$ cat config.mk
export PLATFORM = sky130hd
export DESIGN_NAME = ring_nic
export DESIGN_NICKNAME = d
export VERILOG_FILES = /design/src/design/ring_pkg.sv /design/src/design/ring_nic.sv
export SDC_FILE = /design/constraint.sdc
export NUM_CORES = 1
export LEC_CHECK = 0
export ABC_AREA = 1
export ABC_CLOCK_PERIOD_IN_PS = 4100
export BUFFER_PORTS_ARGS = -buffer_cell sky130_fd_sc_hd__buf_4
export CAP_MARGIN = 15
export CORE_MARGIN = 10
export CORE_UTILIZATION = 51
export CTS_CLUSTER_DIAMETER = 200
export DETAILED_ROUTE_END_ITERATION = 6
export MAX_ROUTING_LAYER = met4
export PLACE_DENSITY = 0.95
export SLEW_MARGIN = 5
export SYNTH_ARGS = -nofsm -noshare
export SYNTH_HDL_FRONTEND = slang
export SYNTH_SLANG_ARGS = --single-unit
$ cat constraint.sdc
create_clock -name clk_i -period 4.1 [get_ports clk_i]
set_clock_uncertainty 0.15 [all_clocks]
set_input_delay 0.82 -clock clk_i [delete_from_list [all_inputs] [get_ports clk_i]]
set_output_delay 0.82 -clock clk_i [all_outputs]
set_load 0.005 [all_outputs]
$ cat src/design/ring_pkg.sv
/* Shared definitions of the message ring: field widths, the packet type,
   the ring packet and the APB request and response structs */
package ring_pkg;

	// ========================================================================
	// Field widths
	// ========================================================================

	// Node id width, enough for sixteen nodes
	localparam int NODE_W = 4;
	// Word address inside one node's local memory
	localparam int ADR_W = 12;
	// Data width of the ring and of both APB sides
	localparam int DAT_W = 16;
	// APB address, the node id sits on top of the word address
	localparam int PADDR_W = NODE_W + ADR_W;

	// ========================================================================
	// Ring packet
	// ========================================================================

	// Kind of packet held in a ring slot
	typedef enum logic [1:0] {
		PT_READ  = 2'd0,
		PT_WRITE = 2'd1,
		PT_ACK   = 2'd2
	} ring_ptype_e;

	// One ring slot, 39 bits wide
	// An ACK carries the read data back to the node named in did
	typedef struct packed {
		logic              valid;
		ring_ptype_e       typ;
		logic [NODE_W-1:0] sid;
		logic [NODE_W-1:0] did;
		logic [ADR_W-1:0]  adr;
		logic [DAT_W-1:0]  dat;
	} ring_packet_t;

	// ========================================================================
	// APB
	// ========================================================================

	// Requester side of an APB port, 35 bits
	typedef struct packed {
		logic               psel;
		logic               penable;
		logic               pwrite;
		logic [PADDR_W-1:0] paddr;
		logic [DAT_W-1:0]   pwdata;
	} apb_req_t;

	// Completer side of an APB port, 18 bits
	typedef struct packed {
		logic [DAT_W-1:0] prdata;
		logic             pready;
		logic             pslverr;
	} apb_rsp_t;

endpackage
$ cat src/design/ring_nic.sv
/* Ring interface controller: CPU-side request issuer, ring slot arbiter
   and the remote-request server with its APB master */
module ring_nic #(
	parameter int NUM_NODES = 3,
	parameter int NODE_ID   = 0
) (
	input  logic                   clk_i,
	input  logic                   rst_i,
	input  ring_pkg::apb_req_t     cpu_req_i,
	output ring_pkg::apb_rsp_t     cpu_rsp_o,
	input  ring_pkg::ring_packet_t ring_i,
	output ring_pkg::ring_packet_t ring_o,
	output ring_pkg::apb_req_t     mem_req_o,
	input  ring_pkg::apb_rsp_t     mem_rsp_i
);

	// Own id at the width of the packet id fields
	localparam logic [ring_pkg::NODE_W-1:0] MY_ID = NODE_ID[ring_pkg::NODE_W-1:0];

	// Request issuer, one CPU access in flight at most
	typedef enum logic [1:0] {
		REQ_IDLE,
		REQ_XMIT,
		REQ_WAIT
	} req_state_e;

	// Server for requests that other nodes send to the local memory
	typedef enum logic [1:0] {
		SRV_IDLE,
		SRV_SETUP,
		SRV_ACCESS,
		SRV_REPLY
	} srv_state_e;

	req_state_e req_state;
	srv_state_e srv_state;

	// The ring slot that lives in this node
	ring_pkg::ring_packet_t ring_q;
	ring_pkg::ring_packet_t ring_d;
	// Request taken off the ring, its data field later holds the read result
	ring_pkg::ring_packet_t srv_pkt;
	// Packets that this node may insert
	ring_pkg::ring_packet_t req_pkt;
	ring_pkg::ring_packet_t rep_pkt;

	// Read data from the returning ACK and the flag that completes the read
	logic [ring_pkg::DAT_W-1:0] rdata_q;
	logic                       rd_done_q;

	logic [ring_pkg::NODE_W-1:0] cpu_did;
	logic                        cpu_access;
	logic                        bad_id;
	logic                        ack_hit;
	logic                        req_hit;
	logic                        slot_free;
	logic                        ins_rep;
	logic                        ins_req;

	// ========================================================================
	// Decode of the CPU access and of the incoming slot
	// ========================================================================

	assign cpu_access = cpu_req_i.psel && cpu_req_i.penable;
	// The top bits of the CPU address name the destination node
	assign cpu_did = cpu_req_i.paddr[ring_pkg::PADDR_W-1 -: ring_pkg::NODE_W];
	assign bad_id  = int'(cpu_did) >= NUM_NODES;

	// An ACK for this node is always taken off the ring
	assign ack_hit = ring_i.valid && (ring_i.did == MY_ID) &&
		(ring_i.typ == ring_pkg::PT_ACK);
	// A request is taken only while the server is idle, else it keeps circling
	assign req_hit = ring_i.valid && (ring_i.did == MY_ID) &&
		(ring_i.typ != ring_pkg::PT_ACK) && (srv_state == SRV_IDLE);
	assign slot_free = !ring_i.valid || ack_hit || req_hit;

	// Slot arbitration, the pending reply goes ahead of a CPU request
	assign ins_rep = slot_free && (srv_state == SRV_REPLY);
	assign ins_req = slot_free && !ins_rep && (req_state == REQ_XMIT) &&
		cpu_access && !bad_id;

	// Request packet straight from the CPU bus, so a write can leave in the
	// first access cycle
	always_comb begin
		req_pkt       = '0;
		req_pkt.valid = 1'b1;
		req_pkt.typ   = cpu_req_i.pwrite ? ring_pkg::PT_WRITE : ring_pkg::PT_READ;
		req_pkt.sid   = MY_ID;
		req_pkt.did   = cpu_did;
		req_pkt.adr   = cpu_req_i.paddr[ring_pkg::ADR_W-1:0];
		req_pkt.dat   = cpu_req_i.pwdata;
	end

	// Reply goes back to the requesting node with the memory data
	always_comb begin
		rep_pkt       = '0;
		rep_pkt.valid = 1'b1;
		rep_pkt.typ   = ring_pkg::PT_ACK;
		rep_pkt.sid   = MY_ID;
		rep_pkt.did   = srv_pkt.sid;
		rep_pkt.adr   = srv_pkt.adr;
		rep_pkt.dat   = srv_pkt.dat;
	end

	// A freed slot that nobody fills travels on empty
	always_comb begin
		if (ins_rep) begin
			ring_d = rep_pkt;
		end else if (ins_req) begin
			ring_d = req_pkt;
		end else if (slot_free) begin
			ring_d = '0;
		end else begin
			ring_d = ring_i;
		end
	end

	// One hop per clock, the ring never stalls
	always_ff @(posedge clk_i) begin
		if (rst_i) begin
			ring_q <= '0;
		end else begin
			ring_q <= ring_d;
		end
	end

	assign ring_o = ring_q;

	// ========================================================================
	// CPU-side request issuer
	// ========================================================================

	always_ff @(posedge clk_i) begin
		if (rst_i) begin
			req_state <= REQ_IDLE;
			rd_done_q <= 1'b0;
		end else begin
			rd_done_q <= 1'b0;
			case (req_state)
				REQ_IDLE: begin
					// Setup cycle, the first access cycle is spent in XMIT
					if (cpu_req_i.psel && !cpu_req_i.penable) begin
						req_state <= REQ_XMIT;
					end
				end
				REQ_XMIT: begin
					if (!cpu_req_i.psel || (cpu_access && bad_id)) begin
						req_state <= REQ_IDLE;
					end else if (ins_req) begin
						// A write is posted, a read waits for its ACK
						if (cpu_req_i.pwrite) begin
							req_state <= REQ_IDLE;
						end else begin
							req_state <= REQ_WAIT;
						end
					end
				end
				REQ_WAIT: begin
					if (ack_hit) begin
						rd_done_q <= 1'b1;
						req_state <= REQ_IDLE;
					end
				end
				default: req_state <= REQ_IDLE;
			endcase
		end
	end

	always_ff @(posedge clk_i) begin
		if ((req_state == REQ_WAIT) && ack_hit) begin
			rdata_q <= ring_i.dat;
		end
	end

	// Writes and bad ids finish in the access cycle, reads one cycle after the ACK
	assign cpu_rsp_o.prdata  = rdata_q;
	assign cpu_rsp_o.pready  = (ins_req && cpu_req_i.pwrite) || rd_done_q ||
		((req_state == REQ_XMIT) && cpu_access && bad_id);
	assign cpu_rsp_o.pslverr = (req_state == REQ_XMIT) && cpu_access && bad_id;

	// ========================================================================
	// Remote-request server and memory-side APB master
	// ========================================================================

	always_ff @(posedge clk_i) begin
		if (rst_i) begin
			srv_state <= SRV_IDLE;
		end else begin
			case (srv_state)
				SRV_IDLE: begin
					if (req_hit) begin
						srv_state <= SRV_SETUP;
					end
				end
				SRV_SETUP: srv_state <= SRV_ACCESS;
				SRV_ACCESS: begin
					if (mem_rsp_i.pready) begin
						if (srv_pkt.typ == ring_pkg::PT_WRITE) begin
							srv_state <= SRV_IDLE;
						end else begin
							srv_state <= SRV_REPLY;
						end
					end
				end
				SRV_REPLY: begin
					// Hold the ACK until a free slot comes by
					if (ins_rep) begin
						srv_state <= SRV_IDLE;
					end
				end
				default: srv_state <= SRV_IDLE;
			endcase
		end
	end

	always_ff @(posedge clk_i) begin
		if (req_hit) begin
			srv_pkt <= ring_i;
		end else if ((srv_state == SRV_ACCESS) && mem_rsp_i.pready) begin
			srv_pkt.dat <= mem_rsp_i.prdata;
		end
	end

	assign mem_req_o.psel    = (srv_state == SRV_SETUP) || (srv_state == SRV_ACCESS);
	assign mem_req_o.penable = srv_state == SRV_ACCESS;
	assign mem_req_o.pwrite  = srv_pkt.typ == ring_pkg::PT_WRITE;
	assign mem_req_o.paddr   = {MY_ID, srv_pkt.adr};
	assign mem_req_o.pwdata  = srv_pkt.dat;

	// ========================================================================
	// Assertions
	// ========================================================================

	// An access phase on the memory side always opens after a setup cycle
	a_mem_setup: assert property (@(posedge clk_i) disable iff (rst_i)
		$rose(mem_req_o.penable) |-> $past(mem_req_o.psel && !mem_req_o.penable));

	// No packet on the ring names a node that does not exist
	a_ring_ids: assert property (@(posedge clk_i) disable iff (rst_i)
		ring_o.valid |-> (int'(ring_o.did) < NUM_NODES) && (int'(ring_o.sid) < NUM_NODES));

	// The CPU must still hold the transfer when a delayed read completes
	a_cpu_ready: assert property (@(posedge clk_i) disable iff (rst_i)
		cpu_rsp_o.pready |-> cpu_req_i.psel);

endmodule

Word level (Yosys, flattened, before mapping)
Cells that the tools add are included.
Widths: inputs -> output; s select.
{"block": "totals", "reg_bits": 94, "inputBits": 94, "out_inout_bits": 92}
{"block": "op_classes", "n_lt_le_gt_ge": 1, "eq_ne": 14, "n_mux": 18, "bitwise": 1, "reduce_logical": 37}
{"cell": "$mux 39", "count": 3}
{"cell": "$mux 16", "count": 2}
{"cell": "$mux 2", "count": 9}
{"cell": "$logic_and 1x1->1", "count": 17}
{"cell": "$ne 2x2->1 const B", "count": 5}
{"cell": "$eq 2x2->1 const B", "count": 4}
{"cell": "$pmux 2 s4", "count": 1}
{"cell": "$eq 2x1->1 const B", "count": 3}
{"cell": "$logic_or 1x1->1", "count": 6}
{"cell": "$pmux 2 s3", "count": 1}
{"cell": "$reduce_and 3->1", "count": 2}
{"cell": "$logic_not 1->1", "count": 5}
{"cell": "$ge 4x2->1 const B", "count": 1}
{"cell": "$logic_not 2->1", "count": 2}
{"cell": "$logic_not 4->1", "count": 1}
{"cell": "$reduce_or 2->1", "count": 2}
{"cell": "$reduce_or 4->1", "count": 1}
{"cell": "$ne 3x2->1 const B", "count": 1}
{"cell": "$mux 1", "count": 2}
{"cell": "$ne 2x1->1 const B", "count": 1}
{"cell": "$reduce_bool 2->1", "count": 1}
{"cell": "$not 1->1", "count": 1}

Depth between registers and ports, before layout
Gate-level depths: netlist (run 1).
{"block": "logic_depth", "ltp_word": 14, "depth_mapped": 10}

Worst setup path before layout (run 1)
Ideal clock, no wire load.
{"block": "synth_path", "path_type": "in2reg", "startpoint": "input ring_i[29] in the netlist's numbering", "endpoint": "register rdata_q[0] in the netlist's numbering, enable pin", "setup_time_ns": 0.409, "arrival_time_ns": 2.369, "required_time_ns": 3.541, "path_slack_ns": 1.171, "path_stages": 5, "n_path_buf": 0, "cell_sequence": "inv_1 nand2_1 nor2_2 nand4_1 nor3_1"}
{"block": "synth_via", "elab_chain_cells": 4}
{"item": "from (decl)", "line": "ring_nic.sv:11", "source": "input ring_pkg::ring_packet_t ring_i,"}
{"item": "$logic_not 4->1", "line": "ring_nic.sv:70", "source": "assign ack_hit = ring_i.valid && (ring_i.did == MY_ID) &&"}
{"item": "$logic_and 1x1->1 (2 in series)", "line": "ring_nic.sv:70"}
{"item": "$logic_and 1x1->1", "line": "ring_nic.sv:170", "source": "if ((req_state == REQ_WAIT) && ack_hit) begin"}
{"item": "to (signal assigned)", "line": "ring_nic.sv:171", "source": "rdata_q <= ring_i.dat;"}
{"item": "to (decl)", "line": "ring_nic.sv:48", "source": "logic [ring_pkg::DAT_W-1:0] rdata_q;"}
Every way passes these cells.
A chain may end at the register's enable or synchronous reset.

==> metrics.md, run 1 <==
| Metric | Value |
|---|---|
| P_int | 1414 µW |
| Power Total | 1935 µW |
| Tcrit/Tclk final | 82.28% |
| Syn Inst Count | 408 |
| Total GRT Usage | 21.08% |
| PD cells | 354.0 nW/µm² |
| Clock Sinks | 94 |
| Crit path max fanout | 43 |
| Largest net degree at the start of global routing | 44 |
| Cts repair resizes | 0 |
| FF-to-FF setup slack | 1660 ps |
| Ys Warns | 0 |
| Cells on Worst Hold Path | 1 |
| Port Buf Inserts | 180 |
| Fin. max-slew vios | 0 |
| Initial antenna violation count | 0 |
| Diode count | 0 |
| DP HPWL | 9607 µm |
| Die area | 12100 µm² |
| Clk pwr share | 28.2% |
| Num rows | 32 |
| Total grt overflow | 0 |
| Synth Register Bits | 94 |
| Sequential fraction of the synthesis area | 57.66% |
| Arr. time, crit path | 2400 ps |
| Wire length of the first global-routing pass | 19070 µm |
| Final #Nets | 653 |
| Crit start category | input port |
| Hold Crit Class | flop to flop |
| VDD IR-drop max | 232.9 µV |
| Worst-Margin Slew | 819.8 ps |
| Crit. End Element | output port |
| CTS tree | built |
| Yosys top cell by area | edfxtp_1 |
| RSZ-0062 raised after global routing | false |
| Fillers | 567 |
| Routed WL per cell | 19.55 µm |
| Die width | 110.0 µm |
| Via count | 3528 |
| Postcts setup bufs | 0 |
| Root Buffer Master | clkbuf_8 |
| Hold Path End | rd_done_q |
| Slew headroom | 45.29% |
| DRC violations left | 0 |
| Setup violators final | 0 |
| Synth unique cells | 33 |
| Mapped cell area | 4131 µm² |
| Synth top area cells | edfxtp_1 36%, dfxtp_1 21%, nand2_1 7.3%, buf_4 6.2%, nand4_1 4.2% |
| Fin crit period | 3373 ps |
| Worst r2r src | srv_state[1] |
| Clock slew seen by the registers of the worst setup and hold paths | 80 ps |
| Area Growth Syn to Fin | 32.28% |
| Net Sw Frac | 26.92% |
| CTS buffer count | 9 |
| Initial Util | 52.92% |
| Vias in the first global route | 3718 |
| Routed Antenna Nets | 0 |
| Post-CTS Hold Fix Bufs | 0 |
| Critical path type | input port to output port |
| Leakage power | 0.002515 µW |
| Die H | 110.0 µm |
| Hold slack | 355.9 ps |
| Dpl cell area | 5300 µm² |
| Worst-Skew Late Latency | 350 ps |
| Worst r2r dst | mem_req_o[15] |
| Psw | 520.9 µW |
| Outcome | complete, no violations |
| Vias per cell | 5.329 |
| Fmax | 296.4 MHz |
| TNS Setup | 0 ps |
| Post-synth top area share | 36.34% |
| I/O Pins | 186 |
| Synth Area per Inst | 10.13 µm² |
| Routed WL | 12940 µm |
| Reg power frac | 54.7% |
| Worst-case reg-to-reg path depth | 5 |
| Final instance area | 5465 µm² |
| Placed cell count | 646 |
| Combinational Power Share | 17.1% |
| H-Tree Depth | 3 |
| Fin. Hold Viols | 0 |
| Share of layout cells above drive strength 1 | 39.29% |
| Max Cap Violations | 0 |
| Routability cong. | 0.8936 |
| CORE AREA | 7807 µm² |
| Number of detailed-route iterations in the first pass | 5 |
| Required time of the critical path | 3130 ps |
| Detailed router's first-iteration violation count | 240 |
| Clock buffer depth | 2 |
| Non-Filler Instances | 662 |
| Worst Hold Launch | req_state[0] |
[power by group through the flow]
stage               logic [µW]  clock network, µW  registers (µW)
CTS                        330                553            1060
global route               364                598            1060
detailed placement         328                  0            1080
finish                     330                546            1060
global placement           315                  0            1080
floorplan                  172                  0            1080
[worst max path at each step]
stage | slack (ps) | cells past startpoint | to | start
6_report | 730 | 7 | cpu_rsp_o[1] | ring_i[37]
4_1_cts | 780 | 8 | cpu_rsp_o[1] | ring_i[36]
3_3_place_gp | 830 | 8 | cpu_rsp_o[1] | ring_i[30]
3_5_place_dp | 790 | 8 | cpu_rsp_o[1] | ring_i[36]
5_1_grt | 580 | 8 | cpu_rsp_o[1] | ring_i[36]
2_1_floorplan | 1170 | 5 | rdata_q[0] | ring_i[29]
[worst max-delay path, stage by stage]
cell	delay, ps
buf_4	130
nand2_1	150
o21a_1	500
nand2_8	350
nand4_1	230
nand2_1	70
buf_4	140
[synth_stat cells]
cell,count
a21oi_1,5
a31oi_1,7
buf_1,2
buf_2,3
buf_4,34
buf_6,3
buf_8,1
clkbuf_1,8
clkinv_1,1
conb_1,1
dfxtp_1,44
edfxtp_1,50
ha_1,4
inv_1,41
inv_4,1
nand2_1,80
nand2_2,1
nand2_4,2
nand2_8,1
nand3_1,26
nand4_1,28
nand4_4,1
nor2_1,15
nor2_2,1
nor2_4,3
nor2_8,1
nor3_1,1
nor4_1,1
o211ai_1,3
o211ai_2,10
o21a_1,1
o21ai_0,22
o22ai_1,6
[per-stage QoR]
step	setup slack, ps	util (%)
final	726.7	70.00
after global routing	582.7	70.00
after CTS	780.0	70.00
after detailed placement	786.2	67.88
after global placement	831.0	67.88
after floorplan	1171	-
[flip-flops by register name, summed over array words and instances, names as in the netlist]
register / flops
req_state: 2
rep_pkt: 4
srv_pkt: 2
ring_o: 39
rd_done_q: 1
mem_req_o: 28
rdata_q: 16
srv_state: 2
[layout make-up]
cell class | instances | area (µm²) | area share [%]
Timing Repair Buffer | 184 | 1381 | 25.27
Multi-Input combinational cell | 223 | 1245 | 22.78
Tap cell | 102 | 127.6 | 2.335
Clock inverter | 5 | 33.78 | 0.6181
Inverter | 43 | 163.9 | 2.999
Sequential cell | 94 | 2382 | 43.59
Clock buffer | 11 | 131.4 | 2.404
[logic make-up after synthesis]
family	synth area share, %
flip-flops	57.66
buffers and inverters	12.60
AO/OA/AOI/OAI	8.995
other	0.09077
adder cells (fa/ha/maj)	1.211
AND/OR/NAND/NOR	19.44
[layout by cell type, fill, tap and decap left out, types with 3 or more instances in the layout]
master	netlist	routed
o211ai_2	10	10
clkbuf_8	0	9
buf_4	34	184
nand4_1	28	28
conb_1	1	4
a21oi_1	5	5
edfxtp_1	50	50
inv_1	41	41
nor2_1	15	15
o211ai_1	3	3
a31oi_1	7	7
dfxtp_1	44	44
nor2_4	3	3
o22ai_1	6	6
nand3_1	26	26
o21ai_0	22	22
ha_1	4	4
nand2_1	80	80
[metal layers]
metal	up-vias	GRT usage [%]	part of all wire, %
met1	1652	22.76	36
met3	24	7.139	12
li1	1648	-	-
met4	0	6.599	2.1
met5	-	-	0
met2	204	35.86	50
Power figures use the tool's default switching activity.
==> run 2, diff against run 1 <==
--- a/config.mk
+++ b/config.mk
@@ -6,15 +6,15 @@
 export NUM_CORES = 1
 export LEC_CHECK = 0
 export ABC_AREA = 1
-export ABC_CLOCK_PERIOD_IN_PS = 4100
+export ABC_CLOCK_PERIOD_IN_PS = 3500
 export BUFFER_PORTS_ARGS = -buffer_cell sky130_fd_sc_hd__buf_4
 export CAP_MARGIN = 15
 export CORE_MARGIN = 10
-export CORE_UTILIZATION = 51
+export CORE_UTILIZATION = 47
 export CTS_CLUSTER_DIAMETER = 200
 export DETAILED_ROUTE_END_ITERATION = 6
 export MAX_ROUTING_LAYER = met4
-export PLACE_DENSITY = 0.95
+export PLACE_DENSITY = 0.92
 export SLEW_MARGIN = 5
 export SYNTH_ARGS = -nofsm -noshare
 export SYNTH_HDL_FRONTEND = slang
==> constraint.sdc (replaced) <==
create_clock -name clk_i -period 3.5 [get_ports clk_i]
set_clock_uncertainty 0.15 [all_clocks]
set_input_delay 0.7 -clock clk_i [delete_from_list [all_inputs] [get_ports clk_i]]
set_output_delay 0.7 -clock clk_i [all_outputs]
set_load 0.005 [all_outputs]
==> metrics.md, run 2 (synthesized netlist as in run 1, its figures left out) <==
| Metric | Value |
|---|---|
| I/O Pins | 186 (unchanged) |
| Worst-Margin Slew | 765.1 ps (was 819.8 ps) |
| Worst Slack Setup Final | 527.0 ps (was 726.7 ps) |
| Root Buffer Master | clkbuf_8 (unchanged) |
| H-Tree Depth | 3 (unchanged) |
| Leakage power | 0.002552 µW (was 0.002515 µW) |
| Crit start category | input port (unchanged) |
| Outcome | complete, no violations (unchanged) |
| Hold slack | 358.8 ps (was 355.9 ps) |
| Clock buffer depth | 2 (unchanged) |
| CTS buffer count | 9 (unchanged) |
| Area Growth Syn to Fin | 33.74% (was 32.28%) |
| Final #Nets | 656 (was 653) |
| Critical path type | input port to output port (unchanged) |
| Largest net degree at the start of global routing | 31 (was 44) |
| RSZ-0062 raised after global routing | false (unchanged) |
| Routability cong. | 0.8583 (was 0.8936) |
| Fin. max-slew vios | 0 (unchanged) |
| P_int | 1702 µW (was 1414 µW) |
| Reg power frac | 53.5% (was 54.7%) |
| Worst Hold Launch | req_state[0] (unchanged) |
| Setup violators final | 0 (unchanged) |
| Clock slew seen by the registers of the worst setup and hold paths | 80 ps (about the same) |
| Worst-Skew Late Latency | 350 ps (about the same) |
| Fin. Hold Viols | 0 (unchanged) |
| Tcrit/Tclk final | 84.94% |
| Combinational Power Share | 17.0% (was 17.1%) |
| CORE AREA | 8636 µm² (was 7807 µm²) |
| Initial antenna violation count | 0 (unchanged) |
| Port Buf Inserts | 180 (unchanged) |
| Total GRT Usage | 19.19% (was 21.08%) |
| Required time of the critical path | 2650 ps (was 3130 ps) |
| Detailed router's first-iteration violation count | 221 (was 240) |
| Number of detailed-route iterations in the first pass | 5 (unchanged) |
| Diode count | 0 (unchanged) |
| Area of the multi-input gates | 1245 µm² (unchanged) |
| Routed Antenna Nets | 0 (unchanged) |
| Routed WL per cell | 19.05 µm (was 19.55 µm) |
| Postcts setup bufs | 0 (unchanged) |
| Worst r2r src | srv_state[1] (unchanged) |
| Max reg flops | 39 (unchanged) |
| Net Sw Frac | 26.59% (was 26.92%) |
| Commonest cells after routing, fill and taps aside | 186 x buf_4, 80 x nand2_1, 50 x edfxtp_1 (was 184 x buf_4, 80 x nand2_1, 50 x edfxtp_1) |
| PD cells | 419.6 nW/µm² (was 354.0 nW/µm²) |
| Share of layout cells above drive strength 1 | 39.79% (was 39.29%) |
| TNS Setup | 0 ps (unchanged) |
| Worst-case reg-to-reg path depth | 4 (was 5) |
| FF-to-FF setup slack | 1330 ps (was 1660 ps) |
| Crit. End Element | output port (unchanged) |
| Psw | 616.4 µW (was 520.9 µW) |
| Worst r2r dst | mem_req_o[23] (was mem_req_o[15]) |
| Fmax | 336.4 MHz |
| Hold Crit Class | flop to flop (unchanged) |
| Routed WL | 12780 µm (was 12940 µm) |
| Crit path max fanout | 20 (was 43) |
| Fin crit period | 2973 ps |
| Arr. time, crit path | 2120 ps (was 2400 ps) |
| Die width | 113.8 µm (was 110.0 µm) |
| Cts repair resizes | 0 (unchanged) |
| Reg area | 2382 µm² (unchanged) |
| Vias in the first global route | 3742 (was 3718) |
| Power Total | 2318 µW (was 1935 µW) |
| Total grt overflow | 0 (unchanged) |
| Initial Util | 47.84% (was 52.92%) |
| CTS tree | built (unchanged) |
| Via count | 3527 (was 3528) |
| Post-CTS Hold Fix Bufs | 0 (unchanged) |
| Die H | 113.8 µm (was 110.0 µm) |
| Most common cell after layout, fill and taps aside | buf_4 (unchanged) |
| Fillers | 700 (was 567) |
| Die area | 12940 µm² (was 12100 µm²) |
| DRC violations left | 0 (unchanged) |
| Dpl ws | 521.2 ps (was 786.2 ps) |
| Vias per cell | 5.256 (was 5.329) |
| Wire length of the first global-routing pass | 19180 µm (was 19070 µm) |
| Slew headroom | 48.94% (was 45.29%) |
| VDD IR-drop max | 219.8 µV (was 232.9 µV) |
| Cells on Worst Hold Path | 1 (unchanged) |
| Hold Path End | rd_done_q (unchanged) |
| Clock Sinks | 94 (unchanged) |
| Max Cap Violations | 0 (unchanged) |
| Num rows | 34 (was 32) |
| DP HPWL | 9758 µm (was 9607 µm) |
| Clk pwr share | 29.5% (was 28.2%) |
==> run 2: metrics by stage <==
| step | cells | instance area, µm² | utilization (%) |
|---|---|---|---|
| 5_1_grt | 671 | 5525 | 63.98 |
| 4_1_cts | 671 | 5525 | 63.98 |
| 3_5_place_dp | 655 | 5343 | 61.87 |
| 6_report | 671 | 5525 | 63.98 |
| 3_3_place_gp | 655 | 5343 | 61.87 |
| 2_1_floorplan | 411 | 4143 | - |
==> run 2: power groups by stage <==
| stage | combinational (µW) | clock (µW) | sequential [µW] |
|---|---|---|---|
| 2_1_floorplan | 202 | 0 | 1260 |
| 3_3_place_gp | 373 | 0 | 1260 |
| 3_5_place_dp | 394 | 0 | 1260 |
| 4_1_cts | 395 | 694 | 1240 |
| 5_1_grt | 433 | 741 | 1240 |
| 6_report | 395 | 683 | 1240 |
==> run 2: area by class of cell <==
type | count | share of cell area [%]
sequential | 94 | 43.12
timing repair buffer | 187 | 25.63
multi-input combinational | 223 | 22.53
inverter | 43 | 2.966
clock buffer | 12 | 2.808
tap | 108 | 2.446
clock inverter | 4 | 0.4982
==> run 2: critical path, stage by stage <==
cell and delay [ps]:
buf_4 100, inv_1 50, nand2_1 140, o21a_1 480, nand2_8 240, nand4_1 190, nand2_1 80, buf_4 140
==> run 2: worst max-delay path by stage <==
stage | from | end | slack, ps | cells after the start
after floorplan | ring_i[29] | rdata_q[0] | 690 | 5
after global placement | ring_i[29] | cpu_rsp_o[1] | 580 | 9
after detailed placement | ring_i[29] | cpu_rsp_o[1] | 520 | 9
after CTS | ring_i[29] | cpu_rsp_o[1] | 520 | 9
after global routing | ring_i[29] | cpu_rsp_o[1] | 380 | 9
final | ring_i[36] | cpu_rsp_o[1] | 530 | 8
==> run 2: per-layer routing <==
metal  wire [µm]  track usage, %
met2        6387           32.19
met5           0               -
met1        4979           21.17
met4         237           6.430
met3        1178           6.037
==> run 3, diff against run 2 <==
--- a/config.mk
+++ b/config.mk
@@ -6,15 +6,15 @@
 export NUM_CORES = 1
 export LEC_CHECK = 0
 export ABC_AREA = 1
-export ABC_CLOCK_PERIOD_IN_PS = 3500
+export ABC_CLOCK_PERIOD_IN_PS = 2580
 export BUFFER_PORTS_ARGS = -buffer_cell sky130_fd_sc_hd__buf_4
 export CAP_MARGIN = 15
 export CORE_MARGIN = 10
-export CORE_UTILIZATION = 47
+export CORE_UTILIZATION = 43
 export CTS_CLUSTER_DIAMETER = 200
 export DETAILED_ROUTE_END_ITERATION = 6
 export MAX_ROUTING_LAYER = met4
-export PLACE_DENSITY = 0.92
+export PLACE_DENSITY = 0.89
 export SLEW_MARGIN = 5
 export SYNTH_ARGS = -nofsm -noshare
 export SYNTH_HDL_FRONTEND = slang
==> constraint.sdc (replaced) <==
create_clock -name clk_i -period 2.58 [get_ports clk_i]
set_clock_uncertainty 0.15 [all_clocks]
set_input_delay 0.516 -clock clk_i [delete_from_list [all_inputs] [get_ports clk_i]]
set_output_delay 0.516 -clock clk_i [all_outputs]
set_load 0.005 [all_outputs]
==> metrics.md, run 3 (synthesized netlist as in run 1, its figures left out) <==
| Metric | Value |
|---|---|
| Outcome | complete, no violations (unchanged) |
| Post-CTS Hold Fix Bufs | 0 (unchanged) |
| Fin. Hold Viols | 0 (unchanged) |
| Via count | 3506 (was 3527) |
| Non-Filler Instances | 700 (was 671) |
| DRC violations left | 0 (unchanged) |
| Fin crit period | 2413 ps |
| Leakage power | 0.002593 µW (was 0.002552 µW) |
| CTS buffer count | 9 (unchanged) |
| Fmax | 414.4 MHz |
| Routed Antenna Nets | 0 (unchanged) |
| Area of the multi-input gates | 1245 µm² (unchanged) |
| Placed cell count | 684 (was 655) |
| TNS Setup | 0 ps (unchanged) |
| Wire length of the first global-routing pass | 20490 µm (was 19180 µm) |
| Fin. max-slew vios | 0 (unchanged) |
| Final #Nets | 664 (was 656) |
| Commonest cells after routing, fill and taps aside | 194 x buf_4, 80 x nand2_1, 50 x edfxtp_1 (was 186 x buf_4, 80 x nand2_1, 50 x edfxtp_1) |
| DP HPWL | 10030 µm (was 9758 µm) |
| Setup violators final | 0 (unchanged) |
| Cts repair resizes | 0 (unchanged) |
| PD cells | 572.0 nW/µm² (was 419.6 nW/µm²) |
| Fillers | 769 (was 700) |
| Final core utilization | 60.59% (was 63.98%) |
| Diode count | 0 (unchanged) |
| Root Buffer Master | clkbuf_8 (unchanged) |
| Die area | 13930 µm² (was 12940 µm²) |
| Clock slew seen by the registers of the worst setup and hold paths | 100 ps (was 80 ps) |
| Die H | 118.0 µm (was 113.8 µm) |
| CORE AREA | 9284 µm² (was 8636 µm²) |
| H-Tree Depth | 3 (unchanged) |
| Area Growth Syn to Fin | 36.16% (was 33.74%) |
| Most common cell after layout, fill and taps aside | buf_4 (unchanged) |
| Number of detailed-route iterations in the first pass | 4 (was 5) |
| Detailed router's first-iteration violation count | 263 (was 221) |
| Required time of the critical path | 1910 ps (was 2650 ps) |
| Hold Crit Class | input port to flop (was flop to flop) |
| Routed WL | 13070 µm (was 12780 µm) |
| Total grt overflow | 0 (unchanged) |
| Crit start category | flop (was input port) |
| Share of layout cells above drive strength 1 | 40.81% (was 39.79%) |
| Tcrit/Tclk final | 93.54% |
| VDD IR-drop max | 371.5 µV (was 219.8 µV) |
| Worst-Skew Late Latency | 360 ps (was 350 ps) |
| Vias per cell | 5.009 (was 5.256) |
| Clock buffer depth | 2 (unchanged) |
| Total GRT Usage | 18.85% (was 19.19%) |
| Port Buf Inserts | 180 (unchanged) |
| Max Cap Violations | 0 (unchanged) |
| Final instance area | 5625 µm² (was 5525 µm²) |
| Routed WL per cell | 18.67 µm (was 19.05 µm) |
| Critical path type | flop to output port (was input port to output port) |
| Die width | 118.0 µm (was 113.8 µm) |
| Vias in the first global route | 3781 (was 3742) |
| Dpl cell area | 5429 µm² (was 5343 µm²) |
| Routability cong. | 0.8534 (was 0.8583) |
| Postcts setup bufs | 0 (unchanged) |
| Largest net degree at the start of global routing | 44 (was 31) |
| Max reg flops | 39 (unchanged) |
| Num rows | 35 (was 34) |
| Clock Sinks | 94 (unchanged) |
| RSZ-0062 raised after global routing | false (unchanged) |
| Crit path max fanout | 9 (was 20) |
| Initial antenna violation count | 0 (unchanged) |
| CTS tree | built (unchanged) |
| Reg area | 2382 µm² (unchanged) |
| Arr. time, crit path | 1750 ps (was 2120 ps) |
| Initial Util | 44.50% (was 47.84%) |
| Crit. End Element | output port (unchanged) |
| I/O Pins | 186 (unchanged) |
-- run 3: metal layers --
| metal | track usage [%] | up-vias | routed length (µm) |
|---|---|---|---|
| li1 | - | 1676 | - |
| met1 | 21.43 | 1668 | 5536 |
| met2 | 32.34 | 147 | 6558 |
| met3 | 4.460 | 15 | 783 |
| met4 | 5.332 | 0 | 191 |
| met5 | - | - | 0 |
-- run 3: critical path, stage by stage (launching register included) --
cell and delay, ps:
dfxtp_1 350, inv_1 130, ha_1 230, nand4_4 140
nand2_8 170, nand4_1 150, nand2_1 110, buf_4 120
-- run 3: final cells by class --
class / count / share of cell area, %
Sequential cell: 94 / 42.35
Timing Repair Buffer: 195 / 26.25
Inverter: 43 / 2.914
Clock inverter: 7 / 1.290
Clock buffer: 9 / 2.202
Tap cell: 129 / 2.869
Multi-Input combinational cell: 223 / 22.13
-- run 3: final timing paths --
kind | endpoint | start | depth (start not counted) | slack (ps)
worst max-delay path | cpu_rsp_o[1] | srv_state[0] | 7 | 170
worst min-delay path | rdata_q[2] | ring_i[2] | 1 | 180
worst max register to register | mem_req_o[12] | srv_state[0] | 6 | 470
worst min register to register | srv_state[1] | srv_state[1] | 2 | 380
-- run 3: metrics by stage --
stage	power, µW	worst slack (ps)	hold WS (ps)
after global placement	2230	288.7	331.1
after detailed placement	2264	245.5	362.6
after CTS	3243	160.8	171.9
after floorplan	1986	430.0	316.6
after global routing	3367	60.57	167.9
final	3218	166.6	184.3
-- run 3: where the power goes --
part           switching [µW]  total (µW)  internal [µW]
sequential               39.9        1690           1650
combinational             283         543            261
clock                     537         989            452
total                     859        3220           2360
